File: src/cache_pkg.sv
package cache_pkg;

    // ========================================
    // geometry
    // ========================================
    localparam int ADDR_W         = 16;   // byte address
    localparam int WORD_W         = 16;
    localparam int TAG_W          = 5;
    localparam int INDEX_W        = 8;
    localparam int OFFSET_W       = 3;    // byte offset inside a line
    localparam int WORDS_PER_LINE = 4;
    localparam int NUM_LINES      = 256;
    localparam int WSEL_W         = $clog2(WORDS_PER_LINE);

    // ========================================
    // controller FSM
    // ========================================
    typedef enum logic [4:0] {
        IDLE,
        COMP_RD,
        COMP_WR,
        WAIT_GNT_WB,
        WB_0, WB_1, WB_2, WB_3,                      // victim words out
        WAIT_GNT_FILL,
        FILL_REQ_0, FILL_REQ_1, FILL_REQ_2, FILL_REQ_3,  // refill reads issued
        FILL_WAIT,
        MERGE,
        DONE
    } cntrl_state_e;

    typedef struct packed {
        logic              rd;
        logic              wr;
        logic [ADDR_W-1:0] addr;
        logic [WORD_W-1:0] wdata;
    } cpu_req_t;

    typedef struct packed {
        logic               en;
        logic               comp;
        logic               write;
        logic               fill;
        logic [INDEX_W-1:0] index;
        logic [WSEL_W-1:0]  offset;   // word within the line
        logic [TAG_W-1:0]   tag;
        logic [WORD_W-1:0]  wdata;
    } arr_cmd_t;

    typedef struct packed {
        logic              hit;
        logic              dirty;
        logic              valid;
        logic [TAG_W-1:0]  tag_out;
        logic [WORD_W-1:0] rdata;
    } arr_rsp_t;

endpackage

File: src/mem_pkg.sv
package mem_pkg;

    localparam int MEM_ADDR_W  = 16;      // byte address, word aligned
    localparam int MEM_DATA_W  = 16;
    localparam int MEM_WORDS   = 32768;
    localparam int MEM_LATENCY = 2;       // read request to rvalid

    // arbiter ports
    localparam int NUM_PORTS = 2;
    localparam int PORT_W    = $clog2(NUM_PORTS);
    localparam int PORT_I    = 0;
    localparam int PORT_D    = 1;

    typedef enum logic [1:0] {
        MEM_NOP,
        MEM_RD,
        MEM_WR
    } mem_op_e;

    typedef struct packed {
        mem_op_e               op;
        logic [MEM_ADDR_W-1:0] addr;
        logic [MEM_DATA_W-1:0] wdata;
    } mem_req_t;

    typedef struct packed {
        logic                  rvalid;
        logic [MEM_DATA_W-1:0] rdata;
    } mem_rsp_t;

endpackage
File: src/cache_cntrl.sv
`timescale 1ns/1ps

module cache_cntrl
    import cache_pkg::*;
    import mem_pkg::*;
(
    input  logic              clk,
    input  logic              rst_n,
    input  cpu_req_t          cpu_req,
    input  arr_rsp_t          arr_rsp,
    input  logic              gnt,
    input  mem_rsp_t          mem_rsp,
    output arr_cmd_t          arr_cmd,
    output mem_req_t          mem_req,
    output logic              mem_req_line,
    output logic [WORD_W-1:0] data_out,
    output logic              done,
    output logic              stall,
    output logic              cache_hit
);

    cntrl_state_e       state, nxt_state;
    logic [WSEL_W-1:0]  fill_cnt;     // refill words received
    logic               hit_q;
    logic [WORD_W-1:0]  result_q;
    logic [TAG_W-1:0]   req_tag;
    logic [INDEX_W-1:0] req_index;
    logic [WSEL_W-1:0]  req_word;
    logic [WSEL_W-1:0]  burst_word;   // word of the current memory beat
    logic               fill_beat;

    // address fields of the held request
    assign req_tag   = cpu_req.addr[ADDR_W-1 -: TAG_W];
    assign req_index = cpu_req.addr[OFFSET_W +: INDEX_W];
    assign req_word  = cpu_req.addr[OFFSET_W-1 -: WSEL_W];

    assign fill_beat = gnt && mem_rsp.rvalid && (state inside {[FILL_REQ_0:FILL_WAIT]});

    // ========================================
    // next state and commands
    // ========================================
    always_comb begin
        nxt_state     = state;
        burst_word    = '0;
        arr_cmd       = '0;
        arr_cmd.index = req_index;
        arr_cmd.tag   = req_tag;
        mem_req.op    = MEM_NOP;
        mem_req.addr  = '0;
        mem_req.wdata = '0;
        case (state)
            IDLE: begin
                if (cpu_req.rd)
                    nxt_state = COMP_RD;
                else if (cpu_req.wr)
                    nxt_state = COMP_WR;
            end
            COMP_RD, COMP_WR: begin
                arr_cmd.en     = 1'b1;
                arr_cmd.comp   = 1'b1;
                arr_cmd.write  = (state == COMP_WR);  // array only writes on a hit
                arr_cmd.offset = req_word;
                arr_cmd.wdata  = cpu_req.wdata;
                if (arr_rsp.hit)
                    nxt_state = DONE;
                else if (arr_rsp.valid && arr_rsp.dirty)
                    nxt_state = WAIT_GNT_WB;
                else
                    nxt_state = WAIT_GNT_FILL;
            end
            WAIT_GNT_WB: begin
                if (gnt)
                    nxt_state = WB_0;
            end
            WB_0, WB_1, WB_2, WB_3: begin
                burst_word     = WSEL_W'(state - WB_0);
                arr_cmd.en     = 1'b1;
                arr_cmd.offset = burst_word;
                mem_req.op     = MEM_WR;
                mem_req.addr   = {arr_rsp.tag_out, req_index, burst_word,
                                  {(OFFSET_W - WSEL_W){1'b0}}};  // victim line
                mem_req.wdata  = arr_rsp.rdata;
                // grant is kept, go straight on to the refill
                nxt_state = (state == WB_3) ? FILL_REQ_0 : cntrl_state_e'(state + 1'b1);
            end
            WAIT_GNT_FILL: begin
                if (gnt)
                    nxt_state = FILL_REQ_0;
            end
            FILL_REQ_0, FILL_REQ_1, FILL_REQ_2, FILL_REQ_3: begin
                burst_word   = WSEL_W'(state - FILL_REQ_0);
                mem_req.op   = MEM_RD;
                mem_req.addr = {req_tag, req_index, burst_word, {(OFFSET_W - WSEL_W){1'b0}}};
                nxt_state    = cntrl_state_e'(state + 1'b1);  // FILL_REQ_3 leads to FILL_WAIT
            end
            FILL_WAIT: begin
                if (fill_beat && fill_cnt == WSEL_W'(WORDS_PER_LINE - 1))
                    nxt_state = MERGE;
            end
            MERGE: begin
                // pending write lands on the refilled line and marks it dirty
                if (cpu_req.wr) begin
                    arr_cmd.en     = 1'b1;
                    arr_cmd.comp   = 1'b1;
                    arr_cmd.write  = 1'b1;
                    arr_cmd.offset = req_word;
                    arr_cmd.wdata  = cpu_req.wdata;
                end
                nxt_state = DONE;
            end
            DONE: nxt_state = IDLE;
            default: nxt_state = IDLE;
        endcase

        if (fill_beat) begin
            arr_cmd.en     = 1'b1;
            arr_cmd.write  = 1'b1;
            arr_cmd.fill   = 1'b1;
            arr_cmd.offset = fill_cnt;
            arr_cmd.wdata  = mem_rsp.rdata;
        end
    end

    // ========================================
    // registers
    // ========================================
    always_ff @(posedge clk or negedge rst_n) begin
        if (!rst_n) begin
            state    <= IDLE;
            fill_cnt <= '0;
            hit_q    <= 1'b0;
        end else begin
            state <= nxt_state;
            if (state inside {COMP_RD, COMP_WR}) begin
                hit_q    <= arr_rsp.hit;
                fill_cnt <= '0;
            end else if (fill_beat) begin
                fill_cnt <= fill_cnt + 1'b1;
            end
        end
    end

    always_ff @(posedge clk) begin
        if (state == COMP_RD)
            result_q <= arr_rsp.rdata;
        else if (fill_beat && fill_cnt == req_word)
            result_q <= mem_rsp.rdata;  // requested word on its way in
    end

    assign mem_req_line = state inside {[WAIT_GNT_WB:FILL_WAIT]};
    assign stall        = (state != IDLE);
    assign done         = (state == DONE);
    assign cache_hit    = done && hit_q;
    assign data_out     = result_q;

endmodule

File: config.mk
export PLATFORM = sky130hd
export DESIGN_NAME = cache_cntrl
export DESIGN_NICKNAME = d
export VERILOG_FILES = /design/src/cache_pkg.sv /design/src/mem_pkg.sv /design/src/cache_cntrl.sv
export SDC_FILE = /design/constraint.sdc
export NUM_CORES = 1
export LEC_CHECK = 0
export BUFFER_PORTS_ARGS = -buffer_cell sky130_fd_sc_hd__buf_2
export CAP_MARGIN = 40
export CORE_ASPECT_RATIO = 1.75
export CORE_UTILIZATION = 36
export CTS_CLUSTER_DIAMETER = 150
export DETAILED_ROUTE_END_ITERATION = 7
export HOLD_SLACK_MARGIN = 0.15
export PLACE_DENSITY = 0.87
export RECOVER_POWER = 100
export SLEW_MARGIN = 40
export SYNTH_ARGS = -nofsm -noshare
export SYNTH_HDL_FRONTEND = slang
export SYNTH_SLANG_ARGS = --single-unit
File: constraint.sdc
create_clock -name clk -period 2.1 [get_ports clk]
set_input_delay 0.21 -clock clk [delete_from_list [all_inputs] [get_ports clk]]
set_output_delay 0.21 -clock clk [all_outputs]
set_load 0.005 [all_outputs]
Word level (Yosys, flattened, before mapping). Cells that the tools add are included.

Add/subtract/negate cells: 4. Multipliers: 0. Divide/modulo/power cells: 0. Order comparisons: 3. Equal/unequal tests: 21. Shifts and indexed selects: 0. Muxes and demuxes: 26. Bitwise operators: 0. Reduce and logical (&&, ||, !) cells: 18.

Operators by type and width (number): 2-to-1 mux 16 bit (5); == test 5 x 4 -> 1 bit, second input constant (8); one-hot mux 5 bit (8 select lines) (1); one-hot mux 18 bit (2 select lines) (1); one-hot mux 16 bit (2 select lines) (1); 2-to-1 mux 5 bit (6); == test 5 x 3 -> 1 bit, second input constant (4); == test 5 x 2 -> 1 bit, second input constant (2); 2-to-1 mux 2 bit (5); logical AND 1 bit (8); 2-to-1 mux 4 bit (2); OR reduction 4 bit (2); inequality test 2 bit, second input constant (3); one-hot mux 2 bit (3 select lines) (1); nonzero test 2 bit (3); OR reduction 6 bit (1); adder 5 x 1 -> 5 bit, second input constant (1); == test 5 x 1 -> 1 bit, second input constant (1); >= comparator 5 x 2 -> 1 bit, second input constant (1); >= comparator 5 x 4 -> 1 bit, second input constant (1); <= comparator 5 x 4 -> 1 bit, second input constant (1); zero test 5 bit (1); nonzero test 5 bit (1); one-hot mux 2 bit (2 select lines) (1); other kinds (10) (11).

Bits in registers: 24. Bits in latches: 0. RAM bits: 0. ROM bits: 0. Output and inout port bits: 89. Word-level logic and storage cells: 76. Memories: 0.

Logic depth before layout (Yosys ltp).
Depth in word-level cells: 6. Gate-level depth with buffers: 9. Depth with buffers taken out: 7.

Worst setup path before layout. No wires, ideal clock.

Path type: reg-to-output. Start point: register state[0]. End point: output port arr_cmd[10] in the netlist's numbering. Data arrival time: 1.922 ns. Path slack: -0.032 ns. Stages on the path, launching flop included: 10. Cells stage by stage: dfrtp_1 inv_1 ha_1 or2_4 a32oi_1 nor2_2 nor2b_1 buf_2 buf_6 a22o_1.

RTL lines: from (decl) (RTL line cache_cntrl.sv:22) `cntrl_state_e state, nxt_state;`; from (signal assigned) (RTL line cache_cntrl.sv:133) `state <= nxt_state;`; to (decl) (RTL line cache_cntrl.sv:13) `output arr_cmd_t arr_cmd,`.

==> run metrics <==
Die X 60.5 um; placed insts about 480; Synth Warn # 0; Synth Area per Inst between 9 and 10 um2; Setup WS pre-CTS -171 ps; combinational fraction of design power 79.4%; vias in the first global route ~2600; Yosys top cell area share 22.3%; CTS tree built; Clock Skews about 5.9 ps; CP Data Required Time 1890 ps; predominant post-synthesis flop cell edfxtp_1; Final period util 116%; GRT Total Usage ~24%; DRT antenna net count 0; cells after synthesis 227; Antenna diodes 0; final setup margin -332 ps; Hold Fails Final Rpt 0; Final setup viols 53; die area 6310 um2; Bufs on Longest Clock Path 2; Chip Height 104 um; Yosys cell types 53; Worst EP arrival around 2200 ps; Post-synth EDFFs 16; Crit path max-delay family simple AND/OR/NAND/NOR gates; Post-Route Utilization 62.7%; Final Power 5.24 mW; clock tree sinks 24; initial DRC count 111; Port Buffer Count ~160; Initial Util 37.0%; Slew HR 65.4%; largest net degree at the start of global routing 18; HP Start arr_rsp[23]; Max IR drop VDD about 0.8 mV; top cells by count, synth and2_1, a22o_1, buf_4; RSZ-0062 raised after global routing yes; cell type with the largest total area after synthesis edfxtp_1; number of max-cap violations 0; Synthesized Nets about 310; setup TNS -12740 ps; worst hold path type primary input to register; drt pass-1 iters 4; worst min-delay path endpoint hit_q$_DFFE_PN0N_; Async SR Flop Fraction 33.3%; sw frac roughly two fifths; # DRC 0; largest cells by area after synthesis edfxtp_1, dfrtp_1, mux2_2, a22o_1, and2_1; htree depth 1; # IOs about 170; clock slew at reported path FFs 80 ps; Seq cells post-synth 24; initial antenna violation count 0; CP Cell Sequence inv_2, ha_4, or2_4, buf_6, nor3_4, nor4b_4, buf_4, buf_6, and2_4, buf_6; Max Transition Viols Final 0; final cell count without fillers 496; Root Buffer clkbuf_8; Critical-path top delay cell dfrtp_2; CP Launch Type register; Skew-Pair Late Insertion Delay 270 ps; synthesized cell area 2160 um2; Vias 2613; failing checks negative setup slack; first-pass GRT wire length approximately 12 mm; Int Power 3.05 mW; fmax a little over 400 MHz; ratio of cells with drive above 1 in the final layout 63.9%; GRT overflow 0; placement row count 37; register area share after synthesis 31.6%; Sequential Power Share between 15 and 20%; RR Startpoint state[0]$_DFFE_PN0P_; Net Sw Power roughly 2.2 mW; cell depth of the worst hold path 2; Crit. End Element primary output; synthesis-to-finish area growth 69.6%; WP buf/inv 5; nets@finish 503; Num CTS Buffers 3; Placer Congestion approximately 1; Clk pwr share 5.2%; most common cell in the netlist and2_1; Min Clock Period, post-route 2430 ps; pwr dens between 1000 and 1500 nW/um2; total core area 5830 um2; critical path's most frequent cell buf_6; reg2reg end state[1]$_DFFE_PN0P_; worst-margin pin slew 520 ps; Detailed Route WL 8.01 mm; crit path kind register to primary output; drt wl/cell 16.2 um; outcome finished with violations; dpl hpwl 6.00 mm; flop2flop setup slack 30 ps; CP max FO 8; r2r worst-path depth 10; max incr delay on CP 450 ps; Avg Vias per Cell approximately 5.3; leakage power 1.78 nW
==> cells in the final DEF (no fill, tap or decap), drive strengths merged, types with 2 or more instances in the layout <==
cell type,n
inv,4
clkinv,2
nand2b,2
a31o,2
nand3b,2
dfrtp,8
xnor2,3
a2111oi,2
mux2,17
a21o,2
or3,3
nor2,12
a22o,21
or2,2
nand3,4
and3,2
o21ai,12
a21oi,6
nor4,2
a211oi,2
mux2i,2
nand4,2
a31oi,2
and2,26
clkbuf,18
a22oi,3
nor3,3
ha,6
nor2b,2
nand2,14
o22ai,2
buf,199
edfxtp,16
==> sequential cells by signal, indices dropped and copies added, names as in the netlist <==
signal	cells
fill_cnt	2
state	5
data_out	16
hit_q	1
==> area by class of cell <==
type                       instances  area, um2
clock inverter                     1       3.75
fill                             502       2180
timing repair buffer             215       1340
sequential                        24        683
tap                               78       97.6
clock buffer                       3       41.3
multi-input combinational        169       1470
inverter                           6       28.8
==> power groups by stage <==
stage          Clock [mW]  Sequential (mW)  Combinational [mW]
2_1_floorplan           0            0.796                1.77
3_3_place_gp            0            0.782                3.19
3_5_place_dp            0            0.795                3.28
4_1_cts             0.282            0.798                3.80
5_1_grt             0.299            0.827                4.46
6_report            0.275            0.806                4.16
==> cell families after synthesis <==
kind of cell	after synthesis	share of synthesized area, %
XOR/XNOR	3	1.22
AO/OA/AOI/OAI	60	21.8
flip-flops	24	31.6
buffers and inverters	35	9.98
AND/OR/NAND/NOR	79	22.0
adder cells (fa/ha/maj)	6	3.48
other	1	0.174
multiplexers	19	9.81
==> worst max-delay path by stage <==
stage	start	to	slack, ps	depth (start not counted)
finish	state[1]$_DFFE_PN0P_	mem_req[14]	-330	10
global route	state[0]$_DFFE_PN0P_	mem_req[8]	-400	10
CTS	state[1]$_DFFE_PN0P_	mem_req[14]	-270	10
detailed placement	state[1]$_DFFE_PN0P_	mem_req[17]	-170	9
global placement	state[0]$_DFFE_PN0P_	arr_cmd[12]	-350	6
floorplan	state[0]$_DFFE_PN0P_	arr_cmd[10]	30	9
==> metal layers <==
| layer | global-route usage [%] | vias to the layer above | part of all wire [%] |
|---|---|---|---|
| met4 | 10.9 | 0 | 3.4 |
| met5 | 0 | - | 0 |
| li1 | - | 1212 | - |
| met2 | 47.7 | 145 | 58 |
| met1 | 22.8 | 1231 | 33 |
| met3 | 2.36 | 25 | 5.5 |
==> repair_timing <==
action / CTS / global route
setup endpoints to repair: 77 / 62
endpoints found under the hold margin: 8 / 0
setup buffers: 6 / 4
hold buffers: 1 / 0
pin swaps: 23 / 25
gates resized for setup: 38 / 31
gates cloned: 2 / 0
==> through the flow <==
stage          hold WS, ps  cell area [um2]
6_report               251             3660
4_1_cts                251             3510
5_1_grt                259             3660
3_3_place_gp          67.5             3210
2_1_floorplan        -85.6             2170
3_5_place_dp          71.6             3210
No activity file was read; power rests on OpenSTA's default activity.
